$ cat config.mk
export PLATFORM = sky130hd
export DESIGN_NAME = memCtrl
export DESIGN_NICKNAME = d
export VERILOG_FILES = /design/src/design/memCtrlPkg.sv /design/src/design/memCtrl.sv /design/src/design/memWordAssembler.sv /design/src/design/memByteSequencer.sv /design/src/design/memRequestArbiter.sv
export SDC_FILE = /design/constraint.sdc
export NUM_CORES = 1
export LEC_CHECK = 0
export ABC_AREA = 0
export BUFFER_PORTS_ARGS = -buffer_cell sky130_fd_sc_hd__buf_4
export CORE_MARGIN = 2
export CORE_UTILIZATION = 40
export CTS_CLUSTER_SIZE = 24
export DETAILED_ROUTE_END_ITERATION = 12
export GPL_ROUTABILITY_DRIVEN = 0
export PLACE_DENSITY = 0.59
export REMOVE_ABC_BUFFERS = 1
export SETUP_SLACK_MARGIN = 0.3
export SYNTH_ARGS = -nofsm -noshare
export SYNTH_HDL_FRONTEND = slang
export SYNTH_SLANG_ARGS = --single-unit
$ cat constraint.sdc
create_clock -name clk -period 5.4 [get_ports clk]
set_input_delay 1.08 -clock clk [delete_from_list [all_inputs] [get_ports clk]]
set_output_delay 1.08 -clock clk [all_outputs]
set_load 0.01 [all_outputs]
$ cat src/design/memCtrlPkg.sv
`default_nettype none

package memCtrlPkg;

    localparam int ADDR_W = 32;
    localparam int DATA_W = 32;
    localparam int BYTE_W = 8;
    localparam int LEN_W  = 3;

    // byte index within a word
    localparam int IDX_W = 2;

    // fetches always move a whole word
    localparam logic [LEN_W-1:0] FETCH_LEN = 3'd4;

    typedef enum logic [1:0] {
        OP_FETCH,
        OP_LOAD,
        OP_STORE
    } memOp_e;

    typedef enum logic [1:0] {
        ST_IDLE,
        ST_BUSY,
        ST_FINISH
    } arbState_e;

    // accepted request, valid for one ready cycle
    typedef struct packed {
        memOp_e              op;
        logic [ADDR_W-1:0]   addr;
        logic [LEN_W-1:0]    len;
        logic [DATA_W-1:0]   wdata;
        logic                valid;
    } memReq_t;

    // byte-wide RAM port
    typedef struct packed {
        logic                write;
        logic [ADDR_W-1:0]   addr;
        logic [BYTE_W-1:0]   wdata;
    } memPort_t;

    // one issued byte, lined up with its read data
    typedef struct packed {
        logic                valid;
        logic [IDX_W-1:0]    index;
        logic                first;
        logic                last;
        logic                isStore;
    } byteTag_t;

endpackage

`default_nettype wire
$ cat src/design/memCtrl.sv
`timescale 1ns/1ps
`default_nettype none

module memCtrl (
    input  wire                                clk,
    input  wire                                rst,
    input  wire                                i_rdy,

    // instruction fetch
    input  wire                                i_fetchEn,
    input  wire [memCtrlPkg::ADDR_W-1:0]       i_fetchAddr,
    output logic                               o_fetchDone,
    output logic [memCtrlPkg::DATA_W-1:0]      o_fetchInst,

    // data port
    input  wire                                i_dataEn,
    input  wire                                i_dataIsStore,
    input  wire [memCtrlPkg::LEN_W-1:0]        i_dataLen,
    input  wire [memCtrlPkg::ADDR_W-1:0]       i_dataAddr,
    input  wire [memCtrlPkg::DATA_W-1:0]       i_dataWrite,
    output logic                               o_dataDone,
    output logic [memCtrlPkg::DATA_W-1:0]      o_dataRead,

    // RAM
    input  wire [memCtrlPkg::BYTE_W-1:0]       i_memRead,
    output memCtrlPkg::memPort_t               o_memPort,

    output logic                               o_busy
);

    memCtrlPkg::memReq_t  req;
    memCtrlPkg::byteTag_t tag;
    logic                 xferDone;

    memRequestArbiter u_arbiter (
        .clk           (clk),
        .rst           (rst),
        .i_rdy         (i_rdy),
        .i_fetchEn     (i_fetchEn),
        .i_fetchAddr   (i_fetchAddr),
        .i_dataEn      (i_dataEn),
        .i_dataIsStore (i_dataIsStore),
        .i_dataLen     (i_dataLen),
        .i_dataAddr    (i_dataAddr),
        .i_dataWrite   (i_dataWrite),
        .i_xferDone    (xferDone),
        .o_req         (req),
        .o_busy        (o_busy)
    );

    memByteSequencer u_sequencer (
        .clk       (clk),
        .rst       (rst),
        .i_rdy     (i_rdy),
        .i_req     (req),
        .o_memPort (o_memPort),
        .o_tag     (tag)
    );

    // op comes from the latched request, stable for the whole transfer
    memWordAssembler u_assembler (
        .clk         (clk),
        .rst         (rst),
        .i_rdy       (i_rdy),
        .i_tag       (tag),
        .i_memRead   (i_memRead),
        .i_op        (req.op),
        .o_fetchDone (o_fetchDone),
        .o_fetchInst (o_fetchInst),
        .o_dataDone  (o_dataDone),
        .o_dataRead  (o_dataRead),
        .o_xferDone  (xferDone)
    );

endmodule

`default_nettype wire

$ cat src/design/memWordAssembler.sv
`timescale 1ns/1ps
`default_nettype none

module memWordAssembler (
    input  wire                                clk,
    input  wire                                rst,
    input  wire                                i_rdy,
    input  wire memCtrlPkg::byteTag_t          i_tag,
    input  wire [memCtrlPkg::BYTE_W-1:0]       i_memRead,
    input  wire memCtrlPkg::memOp_e            i_op,
    output logic                               o_fetchDone,
    output logic [memCtrlPkg::DATA_W-1:0]      o_fetchInst,
    output logic                               o_dataDone,
    output logic [memCtrlPkg::DATA_W-1:0]      o_dataRead,
    output logic                               o_xferDone
);

    logic [memCtrlPkg::DATA_W-1:0] wordQ;
    logic [memCtrlPkg::DATA_W-1:0] nextWord;
    logic                          finish;
    logic                          isFetch;

    // start from zero on the first byte, so short loads come out zero-extended
    always_comb begin
        nextWord = i_tag.first ? '0 : wordQ;
        if (!i_tag.isStore) begin
            nextWord[i_tag.index*memCtrlPkg::BYTE_W +: memCtrlPkg::BYTE_W] = i_memRead;
        end
        finish  = i_tag.valid & i_tag.last;
        isFetch = (i_op == memCtrlPkg::OP_FETCH);
    end

    always_ff @(posedge clk) begin
        if (i_rdy && i_tag.valid) begin
            wordQ <= nextWord;
        end
    end

    always_ff @(posedge clk) begin
        if (rst) begin
            o_fetchDone <= 1'b0;
            o_dataDone  <= 1'b0;
            o_xferDone  <= 1'b0;
            o_fetchInst <= '0;
            o_dataRead  <= '0;
        end else begin
            // requester pulses last one cycle, even when the next cycle stalls
            o_fetchDone <= i_rdy & finish & isFetch;
            o_dataDone  <= i_rdy & finish & ~isFetch;
            if (i_rdy) begin
                // internal done holds through a stall until the arbiter takes it
                o_xferDone <= finish;
                if (finish && isFetch) begin
                    o_fetchInst <= nextWord;
                end
                if (finish && i_op == memCtrlPkg::OP_LOAD) begin
                    o_dataRead <= nextWord;
                end
            end
        end
    end

endmodule

`default_nettype wire

$ cat src/design/memByteSequencer.sv
`timescale 1ns/1ps
`default_nettype none

module memByteSequencer (
    input  wire                        clk,
    input  wire                        rst,
    input  wire                        i_rdy,
    input  wire memCtrlPkg::memReq_t   i_req,
    output memCtrlPkg::memPort_t       o_memPort,
    output memCtrlPkg::byteTag_t       o_tag
);

    // latched transfer
    logic                              active;
    logic [memCtrlPkg::ADDR_W-1:0]     baseAddr;
    logic [memCtrlPkg::LEN_W-1:0]      xferLen;
    logic [memCtrlPkg::DATA_W-1:0]     xferData;
    logic                              xferStore;
    logic [memCtrlPkg::IDX_W-1:0]      byteIdx;

    // byte going out this cycle
    logic                              issue;
    logic [memCtrlPkg::ADDR_W-1:0]     curBase;
    logic [memCtrlPkg::LEN_W-1:0]      curLen;
    logic [memCtrlPkg::DATA_W-1:0]     curData;
    logic                              curStore;
    logic [memCtrlPkg::IDX_W-1:0]      curIdx;
    logic [memCtrlPkg::LEN_W-1:0]      curCount;
    logic [memCtrlPkg::ADDR_W-1:0]     addrOffset;
    logic                              curLast;

    memCtrlPkg::memPort_t curPort;
    memCtrlPkg::memPort_t lastPort;
    memCtrlPkg::byteTag_t tagQ;

    // byte 0 leaves in the acceptance cycle, straight from the request
    always_comb begin
        if (i_req.valid) begin
            curBase  = i_req.addr;
            curLen   = i_req.len;
            curData  = i_req.wdata;
            curStore = (i_req.op == memCtrlPkg::OP_STORE);
            curIdx   = '0;
        end else begin
            curBase  = baseAddr;
            curLen   = xferLen;
            curData  = xferData;
            curStore = xferStore;
            curIdx   = byteIdx;
        end
        issue      = i_req.valid | active;
        curCount   = {{(memCtrlPkg::LEN_W - memCtrlPkg::IDX_W){1'b0}}, curIdx} + 1'b1;
        curLast    = (curCount == curLen);
        addrOffset = {{(memCtrlPkg::ADDR_W - memCtrlPkg::IDX_W){1'b0}}, curIdx};
    end

    always_comb begin
        curPort = '0;
        if (issue) begin
            curPort.write = curStore;
            curPort.addr  = curBase + addrOffset;
            if (curStore) begin
                curPort.wdata = curData[curIdx*memCtrlPkg::BYTE_W +: memCtrlPkg::BYTE_W];
            end
        end
    end

    always_ff @(posedge clk) begin
        if (rst) begin
            active   <= 1'b0;
            byteIdx  <= '0;
            lastPort <= '0;
            tagQ     <= '0;
        end else if (i_rdy) begin
            lastPort     <= curPort;
            tagQ.valid   <= issue;
            tagQ.index   <= curIdx;
            tagQ.first   <= (curIdx == '0);
            tagQ.last    <= curLast;
            tagQ.isStore <= curStore;
            if (issue) begin
                active  <= ~curLast;
                byteIdx <= curIdx + 1'b1;
            end
        end
    end

    always_ff @(posedge clk) begin
        if (i_rdy && i_req.valid) begin
            baseAddr  <= i_req.addr;
            xferLen   <= i_req.len;
            xferData  <= i_req.wdata;
            xferStore <= (i_req.op == memCtrlPkg::OP_STORE);
        end
    end

    // a stalled cycle repeats the last ready byte, so RAM data keeps matching the tag
    assign o_memPort = i_rdy ? curPort : lastPort;
    assign o_tag     = tagQ;

endmodule

`default_nettype wire

$ cat src/design/memRequestArbiter.sv
`timescale 1ns/1ps
`default_nettype none

module memRequestArbiter (
    input  wire                                clk,
    input  wire                                rst,
    input  wire                                i_rdy,
    input  wire                                i_fetchEn,
    input  wire [memCtrlPkg::ADDR_W-1:0]       i_fetchAddr,
    input  wire                                i_dataEn,
    input  wire                                i_dataIsStore,
    input  wire [memCtrlPkg::LEN_W-1:0]        i_dataLen,
    input  wire [memCtrlPkg::ADDR_W-1:0]       i_dataAddr,
    input  wire [memCtrlPkg::DATA_W-1:0]       i_dataWrite,
    input  wire                                i_xferDone,
    output memCtrlPkg::memReq_t                o_req,
    output logic                               o_busy
);

    memCtrlPkg::arbState_e stateQ;
    memCtrlPkg::memReq_t   reqQ;

    always_ff @(posedge clk) begin
        if (rst) begin
            stateQ     <= memCtrlPkg::ST_IDLE;
            reqQ.valid <= 1'b0;
        end else if (i_rdy) begin
            reqQ.valid <= 1'b0;
            case (stateQ)
                memCtrlPkg::ST_IDLE: begin
                    // data port goes ahead of fetch
                    if (i_dataEn) begin
                        reqQ.op    <= i_dataIsStore ? memCtrlPkg::OP_STORE
                                                    : memCtrlPkg::OP_LOAD;
                        reqQ.addr  <= i_dataAddr;
                        reqQ.len   <= i_dataLen;
                        reqQ.wdata <= i_dataWrite;
                        reqQ.valid <= 1'b1;
                        stateQ     <= memCtrlPkg::ST_BUSY;
                    end else if (i_fetchEn) begin
                        reqQ.op    <= memCtrlPkg::OP_FETCH;
                        reqQ.addr  <= i_fetchAddr;
                        reqQ.len   <= memCtrlPkg::FETCH_LEN;
                        reqQ.wdata <= '0;
                        reqQ.valid <= 1'b1;
                        stateQ     <= memCtrlPkg::ST_BUSY;
                    end
                end
                memCtrlPkg::ST_BUSY: begin
                    if (i_xferDone) begin
                        stateQ <= memCtrlPkg::ST_FINISH;
                    end
                end
                memCtrlPkg::ST_FINISH: begin
                    // one spare cycle so the finished requester can drop its enable
                    stateQ <= memCtrlPkg::ST_IDLE;
                end
                default: begin
                    stateQ <= memCtrlPkg::ST_IDLE;
                end
            endcase
        end
    end

    // op stays put for the whole transfer, the assembler relies on it
    assign o_req  = reqQ;
    assign o_busy = (stateQ == memCtrlPkg::ST_BUSY);

endmodule

`default_nettype wire

Yosys cells after proc, flatten, opt, wreduce, memory -nomap -nowiden
Cells that the tools add are included.
{"block": "op_classes", "addsub": 4, "n_eq_ne": 6, "shifts": 3, "mux": 19, "n_bitwise": 8, "n_reduce_logical": 13}
{"operator": "70-bit two-way mux", "count": 2}
{"operator": "32-bit two-way mux", "count": 4}
{"operator": "41-bit two-way mux", "count": 2}
{"operator": "5-bit negation with 34-bit output", "count": 1}
{"operator": "8-bit by 34-bit variable shift with 32-bit output, first input constant", "count": 1}
{"operator": "8-bit by 34-bit variable part select with 32-bit output", "count": 1}
{"operator": "32-bit by 2-bit adder with 32-bit output", "count": 1}
{"operator": "32-bit bitwise mux", "count": 1}
{"operator": "32-bit by 6-bit variable part select with 8-bit output", "count": 1}
{"operator": "2-bit two-way mux", "count": 5}
{"operator": "8-bit two-way mux", "count": 1}
{"operator": "2-bit logical NOT", "count": 3}
{"operator": "2-bit AND reduction", "count": 3}
{"operator": "1-bit AND", "count": 4}
{"operator": "2-bit by 1-bit equality test with 1-bit output, second input constant", "count": 2}
{"operator": "1-bit logical AND", "count": 4}
{"operator": "2-bit one-hot mux with 2 select lines", "count": 1}
{"operator": "4-bit AND reduction", "count": 1}
{"operator": "2-bit by 1-bit adder with 3-bit output, second input constant", "count": 1}
{"operator": "3-bit equality test", "count": 1}
{"operator": "3-bit two-way mux", "count": 1}
{"operator": "3-bit inequality test, second input constant", "count": 1}
{"operator": "1-bit NOT", "count": 3}
{"operator": "3-bit AND reduction", "count": 1}
{"operator": "other kinds (6)", "count": 7}
{"block": "totals", "ff_bits": 289, "inputBits": 113, "out_inout_bits": 108, "wordCells": 79}

Longest topological paths before layout
Gate-level depths: netlist of the first run.
{"block": "logic_depth", "depth_word": 5, "mapped_depth": 15, "mapped_depth_nobuf": 9}

Modules after synthesis
From an unflattened synthesis of the first run, not the netlist that was laid out.
{"block": "unflattened", "hier_cells": 1076, "hier_area_um2": 12766.0}
{"module": "memByteSequencer", "n_inst": 1, "cells_each": 513, "area_per_inst_um2": 5809.3, "seq_area_each_um2": 3042.9}
{"module": "memWordAssembler", "n_inst": 1, "cells_each": 395, "area_per_inst_um2": 4159.0, "seq_area_each_um2": 2302.2}
{"module": "memRequestArbiter", "n_inst": 1, "cells_each": 168, "area_per_inst_um2": 2797.7, "seq_area_each_um2": 2132.0}

Worst setup path after synthesis of the first run
No wires, ideal clock.
{"block": "synth_timing", "path_kind": "register to output", "from": "register u_arbiter.reqQ (netlist bit u_arbiter.o_req[0])", "to": "output port o_memPort[30] in the netlist's numbering", "arrival_ns": 3.334, "required_ns": 4.320, "setup_slack_ns": 0.986, "stages_incl_launch_ff": 16, "path_buffers": 6, "path_cell_list": "dfxtp_1 buf_6 buf_2 buf_2 buf_2 buf_2 nor2b_1 ha_1 inv_1 fa_1 nand4bb_1 a21oi_4 nand3_2 buf_2 or3_1 nand3_1"}
{"element": "start: declaration", "line": "memRequestArbiter.sv:21", "text": "memCtrlPkg::memReq_t reqQ;"}
{"element": "end: declaration", "line": "memCtrl.sv:26", "text": "output memCtrlPkg::memPort_t o_memPort,"}

==> impl_metrics.json, run 1 <==
{
  "die_area_mm2": 0.0321,
  "regToRegSetupSlack_ns": 2.22,
  "cap_violations": 0,
  "x_dimension_of_the_die_um": 179,
  "drtIter0Drc": 673,
  "post-route-period-util": 0.888,
  "gr-total-overflow": 0,
  "clock.fmax_mhz": 209,
  "nNetsFinal": 1351,
  "root_buffer": "clkbuf_16",
  "crit_type": "flip-flop to primary output",
  "synthMostInstantiatedCell": "edfxtp_1",
  "setup-violations-final": 0,
  "area_growth_pct": 24.0,
  "final-max-slew-violation-count": 0,
  "via_per_inst": 5.30,
  "rr_endpoint": "u_sequencer.lastPort[38]",
  "count_of_distinct_cell_types_in_the_synthesized_netlist": 69,
  "pwr_density_cell_mw_per_mm2": 320,
  "number_of_detailed_route_iterations_in_the_first_pass": 5,
  "synth.ff_latch_count": 289,
  "grt_max_degree": 73,
  "clock_tree_from_tritoncts": "yes",
  "synthTopCellsByCount": "edfxtp_1 (169), dfxtp_1 (120), nor2_1 (89)",
  "grt_pass1_vias": 8206,
  "cp-endpoint": "o_memPort[38]",
  "totalWireLength_um": 29200,
  "worst_setup_path_start": "u_arbiter.o_req[0]",
  "worst_clock_skew_ns": 0.00911,
  "io-pin-count": 221,
  "critical_path_required_ns": 4.32,
  "initial_utilization": 0.404,
  "cts.repair.resized": 0,
  "post_synth.cell_area_avg_um2": 11.9,
  "synth_area_mm2": 0.0123,
  "timing.slew.headroom": 0.340,
  "vdd_ir_drop_max_v": 0.000226,
  "drt_drc_violations_left": 0,
  "htree_num_levels": 1,
  "num_vias": 8730,
  "synth.largest_area_cell": "edfxtp_1",
  "reg2regPathDepth": 9,
  "critical_path.startpoint_type": "flip-flop",
  "syn_inst": 1030,
  "worst_skew_pair.late_latency_ns": 0.55,
  "crit_path_end_kind": "primary output",
  "inserted_clock_buffers": 31,
  "wl_per_cell_um": 17.7,
  "grt.total_usage": 0.179,
  "timing.rr.start": "u_arbiter.o_req[0]",
  "rsz0062_at_grt": "false",
  "synth_enable_flop_cells": 169,
  "report.final.hold_viol_count": 0,
  "p_leak_nw": 5.86,
  "fp.dieH_um": 179,
  "postSynth.topFlopCell": "edfxtp_1",
  "core-area_mm2": 0.0303,
  "clock_tree.buffer_depth": 3,
  "cts.repair_timing.setup_buffer_count": 0,
  "min_path_cells": 0,
  "pre_cts_ws_ns": 1.03,
  "critPathArrivalTime_ns": 3.71,
  "first_pass_grt_wire_length_um": 45300,
  "dp_wirelength_um": 19500,
  "sequential_fraction_of_the_synthesis_area": 0.610,
  "numPortBuffers": 220,
  "synth_top_area_share": 0.414,
  "asyncSetResetFlopFracSynth": 0,
  "worst-slew-pin-transition_ns": 0.989,
  "clk_pin_slew_ns": 0.06,
  "diodes": 0,
  "ys_top_cells_by_area": "edfxtp_1 (41%), dfxtp_1 (20%), a211oi_1 (4.1%), mux2i_1 (3.2%), and2_1 (3.0%)",
  "layout_setup_ws_ns": 0.607,
  "post_cts_hold_buffer_count": 0,
  "run_status": "complete, no violations",
  "final.min_clock_period_ns": 4.79,
  "number_of_antenna_violations_at_the_first_check_in_global_routing": 0,
  "maximum_fanout_along_the_worst_path": 28,
  "worst_hold_path_type": "flip-flop to flip-flop",
  "clkSinkCount": 289,
  "drive_gt1_frac": 0.256,
  "warning_count_from_the_yosys_run": 0,
  "fin_setup_tns_ns": 0,
  "floorplan.rows": 64,
  "postRouteAntennaNets": 0
}
==> layer usage <==
layer / global-route usage / routed length, µm / vias to the layer above
li1: - / - / 4248
met1: 0.256 / 13600 / 4134
met2: 0.286 / 13100 / 300
met3: 0.0250 / 1790 / 48
met4: 0.0484 / 691 / 0
met5: 0 / 0 / -
==> worst min-delay path by stage <==
| stage | from | end | slack, ns |
|---|---|---|---|
| floorplan | u_arbiter.o_req[11] | u_sequencer.xferData[10] | 0.40 |
| global placement | u_arbiter.o_req[19] | u_sequencer.xferData[18] | 0.40 |
| detailed placement | u_arbiter.o_req[16] | u_sequencer.xferData[15] | 0.40 |
| CTS | u_arbiter.o_req[16] | u_sequencer.xferData[15] | 0.42 |
| global route | u_arbiter.o_req[22] | u_sequencer.xferData[21] | 0.43 |
| finish | u_arbiter.o_req[15] | u_sequencer.xferData[14] | 0.42 |
==> logic make-up after synthesis <==
kind of cell | count (synthesis) | share of synthesized area
multiplexers | 57 | 0.0559
AO/OA/AOI/OAI | 240 | 0.148
adder cells (fa/ha/maj) | 10 | 0.0108
XOR/XNOR | 8 | 0.00571
flip-flops | 289 | 0.610
buffers and inverters | 118 | 0.0395
AND/OR/NAND/NOR | 308 | 0.130
==> cell usage in the layout, fill, tap and decap left out, drive strengths merged, types with 32 or more instances in the layout <==
master | Yosys | routed
buf | 21 | 233
clkbuf | 47 | 40
mux2i | 40 | 40
edfxtp | 169 | 169
a22oi | 38 | 38
a211oi | 68 | 68
nor2 | 89 | 89
and2 | 59 | 59
nand3 | 32 | 32
dfxtp | 120 | 120
inv | 50 | 56
a22o | 36 | 36
nand2 | 60 | 60
==> state kept, by name, summed over array words and instances (netlist names) <==
| signal | flops |
|---|---|
| u_assembler.o_xferDone | 1 |
| u_assembler.o_dataDone | 1 |
| u_assembler.o_fetchDone | 1 |
| u_sequencer.active | 1 |
| u_assembler.o_fetchInst | 32 |
| u_sequencer.xferData | 32 |
| u_sequencer.xferLen | 3 |
| u_assembler.wordQ | 32 |
| u_sequencer.byteIdx | 2 |
| u_sequencer.lastPort | 41 |
| u_arbiter.o_req | 70 |
| u_sequencer.xferStore | 1 |
| u_assembler.o_dataRead | 32 |
| u_sequencer.o_tag | 6 |
| u_arbiter.stateQ | 2 |
| u_sequencer.baseAddr | 32 |
==> critical path: stages (launching register included) <==
cell	delay, ns
dfxtp_4	0.57
mux2_2	0.22
ha_1	0.16
inv_1	0.05
fa_1	0.42
nand4bb_1	0.33
a21oi_4	0.35
nand3_4	0.22
or4_1	0.61
nand3_1	0.10
buf_4	0.12
==> where the power goes <==
part           switching (mW)  total [mW]  internal (mW)
Sequential             0.0360        2.44           2.41
Combinational           0.237       0.423          0.186
Clock                   0.859        2.00           1.14
==> area by class of cell <==
cell class                 count  area, µm²
sequential                   289       7480
clock buffer                  40        872
tap                          396        495
inverter                      50        189
multi-input combinational    623       4330
timing repair buffer         233       1750
clock inverter                17       93.8
fill                        2745      15100
==> through the flow <==
stage	cell area [µm²]	hold slack [ns]	power (mW)	instances	utilization
6_report	15200	0.415	4.86	1648	0.501
5_1_grt	15200	0.425	5.05	1648	0.501
4_1_cts	15200	0.417	4.92	1648	0.501
3_5_place_dp	14200	0.405	2.91	1591	0.469
3_3_place_gp	14200	0.401	2.91	1591	0.469
2_1_floorplan	12000	0.400	2.71	962	-
(Power assumes the default switching activity.)
==> run 2: changes to the inputs <==
Settings changed: BUFFER_PORTS_ARGS -buffer_cell sky130_fd_sc_hd__buf_4 to -buffer_cell sky130_fd_sc_hd__buf_2.
==> run 2 against run 1 <==
Effect of this change:
- worst hold slack better by 0.0017 ns
- sequential share of layout area grew 1.4 points
- non-clock buffer count is 2 higher
- critical path depth stayed put
- die area unchanged
- clock-buffer cell count rose by 9
- total power grew 3.2%
- clock skew up 0.0012 ns
- sequential power about the same
==> impl_metrics.json, run 2 (synthesized netlist as in run 1, its figures left out) <==
{
  "run_status": "complete, no violations",
  "gr-total-overflow": 0,
  "diodes": 0,
  "report.final.hold_viol_count": 0,
  "io-pin-count": 221,
  "critPathArrivalTime_ns": 3.68,
  "p_total_mw": 5.02,
  "worst_hold_path_type": "flip-flop to flip-flop",
  "initial_utilization": 0.404,
  "finalCoreUtilization": 0.487,
  "first_pass_grt_wire_length_um": 45300,
  "vdd_ir_drop_max_v": 0.000194,
  "num_vias": 8770,
  "number_of_detailed_route_iterations_in_the_first_pass": 5,
  "pre_cts_ws_ns": 1.01,
  "layout.cells.non_filler": 1654,
  "cp_num_buf_inv": 2,
  "inserted_clock_buffers": 34,
  "internal_power_component_mw": 3.86,
  "seq_power_share": 0.487,
  "power.switching_mw": 1.16,
  "final_cell_mix": "buf_2 (219), edfxtp_1 (169), dfxtp_1 (119)",
  "pwr_density_cell_mw_per_mm2": 340,
  "clk_pin_slew_ns": 0.06,
  "grt.total_usage": 0.180,
  "critical_path_s_top_delay_family": "simple AND/OR/NAND/NOR gates",
  "layout_setup_ws_ns": 0.642,
  "core-area_mm2": 0.0303,
  "area_growth_pct": 20.5,
  "fin_setup_tns_ns": 0,
  "worst_clock_skew_ns": 0.0103,
  "clock.fmax_mhz": 210,
  "totalWireLength_um": 29400,
  "whs_ns": 0.417,
  "root_buffer": "clkbuf_16",
  "critical_path.startpoint_type": "flip-flop",
  "dpl.cell_count": 1593,
  "htree_num_levels": 2,
  "fp.dieH_um": 179,
  "rsz0062_at_grt": "false",
  "die_area_mm2": 0.0321,
  "nNetsFinal": 1356,
  "number_of_antenna_violations_at_the_first_check_in_global_routing": 0,
  "crit_path_top_delay_cell": "or4_1",
  "worst-slew-pin-transition_ns": 0.955,
  "drive_gt1_frac": 0.254,
  "drtIter0Drc": 741,
  "setup-violations-final": 0,
  "grt_pass1_vias": 8300,
  "floorplan.rows": 64,
  "via_per_inst": 5.30,
  "drt_drc_violations_left": 0,
  "postRouteAntennaNets": 0,
  "power_frac_comb": 0.078,
  "timing.critical_path.slowest_cell_delay_ns": 0.58,
  "power.share.clock": 0.435,
  "post-route-period-util": 0.881,
  "crit_chain": "mux2_2 -> ha_1 -> inv_1 -> fa_1 -> nand4bb_1 -> a21oi_4 -> nand3_4 -> or4_1 -> nand3_1 -> buf_2",
  "final-max-slew-violation-count": 0,
  "grt_max_degree": 75,
  "critical_path_required_ns": 4.32,
  "p_sw_frac": 0.231,
  "number_of_flip_flops_in_the_largest_register": 70,
  "clock_tree_from_tritoncts": "yes",
  "cts.repair_timing.setup_buffer_count": 0,
  "p_leak_nw": 5.81,
  "final_common_cell": "buf_2",
  "dp_wirelength_um": 19300,
  "x_dimension_of_the_die_um": 179,
  "crit_path_end_kind": "primary output",
  "maximum_fanout_along_the_worst_path": 24,
  "numPortBuffers": 220,
  "clock_tree.buffer_depth": 3,
  "final.min_clock_period_ns": 4.76,
  "timing.slew.headroom": 0.363,
  "wl_per_cell_um": 17.8,
  "post_dp_cell_area_mm2": 0.0137,
  "crit_type": "flip-flop to primary output",
  "design_area_mm2": 0.0148,
  "cap_violations": 0,
  "worst_skew_pair.late_latency_ns": 0.51,
  "clkSinkCount": 289
}
==> run 2: path summary, 6_finish.rpt <==
kind                                           from                       end  slack, ns  cells past startpoint
worst max register to register   u_arbiter.o_req[0]  u_sequencer.lastPort[34]       2.20                      9
worst max-delay path             u_arbiter.o_req[0]             o_memPort[26]       0.64                     10
worst min-delay path            u_arbiter.o_req[20]  u_sequencer.xferData[19]       0.42                      0
worst min register to register  u_arbiter.o_req[20]  u_sequencer.xferData[19]       0.42                      0
==> run 2: cell type report <==
type	count	area, µm²
fillers	2769	15600
flip-flops and latches	289	7480
multi-input cells	623	4330
repair buffers	235	1220
clock buffers	49	960
well taps	396	495
inverters	50	189
clock inverters	12	109
==> run 2: per-layer routing <==
metal,vias to the layer above,track usage,part of all wire
li1,4266,-,-
met1,4172,0.261,0.48
met2,279,0.281,0.44
met4,0,0.0544,0.023
met5,-,0,0
met3,53,0.0259,0.054
==> run 2: power by group through the flow <==
stage	logic, mW	registers [mW]	clock network, mW
after floorplan	0.216	2.49	0
after global placement	0.389	2.49	0
after detailed placement	0.395	2.49	0
after CTS	0.396	2.44	2.24
after global routing	0.434	2.45	2.33
final	0.391	2.44	2.18
==> run 2: what timing repair did <==
action                                  CTS  global route
hold buffers                              0             0
endpoints found under the hold margin     0             0
resized for setup                         0             2
endpoints found under the setup margin    0             4
==> run 3: changes to the inputs <==
Settings changed: CORE_UTILIZATION 40 to 50, PLACE_DENSITY 0.59 to 0.75.
Clock period 5.4 ns to 4.05 ns, I/O delays scaled along.
==> run 3 against run 2 <==
Effect of this change:
- critical path depth rose by 2
- final cell count fell by 2.8%
- clock skew rose by 0.0026 ns
- worst hold slack got worse by 0.0015 ns
- highest routed layer unchanged
==> impl_metrics.json, run 3 (synthesized netlist as in run 1, its figures left out) <==
{
  "critical_path_required_ns": 3.24,
  "initial_utilization": 0.507,
  "number_of_flip_flops_in_the_largest_register": 70,
  "post-route-period-util": 0.960,
  "final.min_clock_period_ns": 3.89,
  "report.final.hold_viol_count": 0,
  "num_vias": 8964,
  "run_status": "complete, no violations",
  "root_buffer": "clkbuf_16",
  "vdd_ir_drop_max_v": 0.000359,
  "worst_clock_skew_ns": 0.0129,
  "final_common_cell": "buf_2",
  "seq_power_share": 0.494,
  "drive_gt1_frac": 0.303,
  "critical_path_s_top_delay_family": "buffers and inverters",
  "dp_wirelength_um": 18700,
  "totalWireLength_um": 28500,
  "pre_cts_ws_ns": 0.300,
  "clk_pin_slew_ns": 0.06,
  "timing.critical_path.slowest_cell_delay_ns": 0.38,
  "postRouteAntennaNets": 0,
  "worst_hold_path_type": "flip-flop to flip-flop",
  "worst_skew_pair.late_latency_ns": 0.54,
  "timing.slew.headroom": 0.488,
  "power.share.clock": 0.418,
  "final-max-slew-violation-count": 0,
  "numPortBuffers": 220,
  "core-area_mm2": 0.0242,
  "grt_max_degree": 65,
  "htree_num_levels": 1,
  "clkSinkCount": 289,
  "first_pass_grt_wire_length_um": 44500,
  "grt.total_usage": 0.215,
  "critPathArrivalTime_ns": 3.08,
  "p_leak_nw": 6.06,
  "maximum_fanout_along_the_worst_path": 8,
  "p_sw_frac": 0.228,
  "crit_type": "flip-flop to primary output",
  "drtIter0Drc": 731,
  "io-pin-count": 221,
  "clock_tree.buffer_depth": 3,
  "power_frac_comb": 0.087,
  "via_per_inst": 5.58,
  "number_of_detailed_route_iterations_in_the_first_pass": 6,
  "nNetsFinal": 1382,
  "worst-slew-pin-transition_ns": 0.768,
  "clock_tree_from_tritoncts": "yes",
  "setup-violations-final": 0,
  "gr-total-overflow": 0,
  "crit_chain": "mux2_4 -> ha_4 -> inv_2 -> fa_2 -> nand4bb_4 -> a21oi_4 -> nand3_4 -> buf_8 -> buf_6 -> xor2_2 -> o21ai_1 -> buf_2",
  "floorplan.rows": 57,
  "fill_cells": 1881,
  "crit_path_top_delay_cell": "dfxtp_4",
  "cp_num_buf_inv": 4,
  "post_cts_hold_buffer_count": 0,
  "rsz0062_at_grt": "true",
  "p_total_mw": 6.57,
  "crit_path_end_kind": "primary output",
  "cap_violations": 0,
  "layout_setup_ws_ns": 0.163,
  "wl_per_cell_um": 17.7,
  "drt_drc_violations_left": 0,
  "pwr_density_cell_mw_per_mm2": 431,
  "critical_path.startpoint_type": "flip-flop",
  "power.switching_mw": 1.50,
  "final_cell_mix": "buf_2 (214), edfxtp_1 (169), dfxtp_1 (119)",
  "inserted_clock_buffers": 29,
  "number_of_antenna_violations_at_the_first_check_in_global_routing": 1,
  "internal_power_component_mw": 5.07,
  "die_area_mm2": 0.0258,
  "grt_pass1_vias": 8552,
  "x_dimension_of_the_die_um": 161,
  "area_growth_pct": 24.5,
  "clock.fmax_mhz": 257,
  "fp.dieH_um": 161
}
## run 3: worst register-to-register path, stage by stage (launching register included)
cell and delay (ns):
dfxtp_4 0.38, mux2_4 0.21, ha_4 0.13, inv_2 0.03, fa_2 0.35, nand4bb_4 0.27, a21oi_4 0.23, nand3_4 0.18
buf_8 0.21, or3_4 0.34, a31oi_1 0.18
## run 3: worst paths after layout
path,depth (start not counted),startpoint,slack (ns),end
setup reg to reg,10,u_arbiter.o_req[0],1.46,u_sequencer.lastPort[30]
hold / removal,0,u_arbiter.o_req[19],0.42,u_sequencer.xferData[18]
hold reg to reg,0,u_arbiter.o_req[19],0.42,u_sequencer.xferData[18]
setup / recovery,12,u_arbiter.o_req[0],0.16,o_memPort[22]
## run 3: cell type report
| cell class | instances | area [µm²] | area share |
|---|---|---|---|
| repair buffers | 266 | 1570 | 0.103 |
| well taps | 324 | 405 | 0.0266 |
| diodes | 1 | 2.50 | 0.000164 |
| flip-flops and latches | 289 | 7480 | 0.490 |
| inverters | 50 | 190 | 0.0125 |
| clock buffers | 38 | 863 | 0.0565 |
| multi-input cells | 623 | 4610 | 0.302 |
| clock inverters | 16 | 141 | 0.00926 |
## run 3: power by group through the flow
| stage | Clock, mW | Combinational, mW | Sequential, mW |
|---|---|---|---|
| after floorplan | 0 | 0.288 | 3.32 |
| after global placement | 0 | 0.514 | 3.31 |
| after detailed placement | 0 | 0.524 | 3.31 |
| after CTS | 2.80 | 0.555 | 3.25 |
| after global routing | 2.92 | 0.625 | 3.26 |
| final | 2.75 | 0.574 | 3.25 |
## run 3: timing repair
item / 4_1_cts / 5_1_grt
setup buffers: 17 / 8
endpoints found under the setup margin: 34 / 28
resized for setup: 44 / 36
pin swaps: 18 / 15
## run 3: per-stage QoR
step	hold slack, ns	TNS, ns	util	area, µm²	cells
finish	0.415	0	0.631	15300	1607
CTS	0.418	0	0.622	15000	1598
detailed placement	0.405	0	0.566	13700	1527
global route	0.422	0	0.631	15300	1607
global placement	0.402	0	0.566	13700	1527
floorplan	0.400	-130.94	-	12000	962
## run 3: layer usage
layer,GRT usage,share of wire,vias to the layer above
met5,0,0,-
met4,0.0647,0.021,0
met3,0.0282,0.057,47
met2,0.359,0.48,339
met1,0.295,0.45,4264
li1,-,-,4314
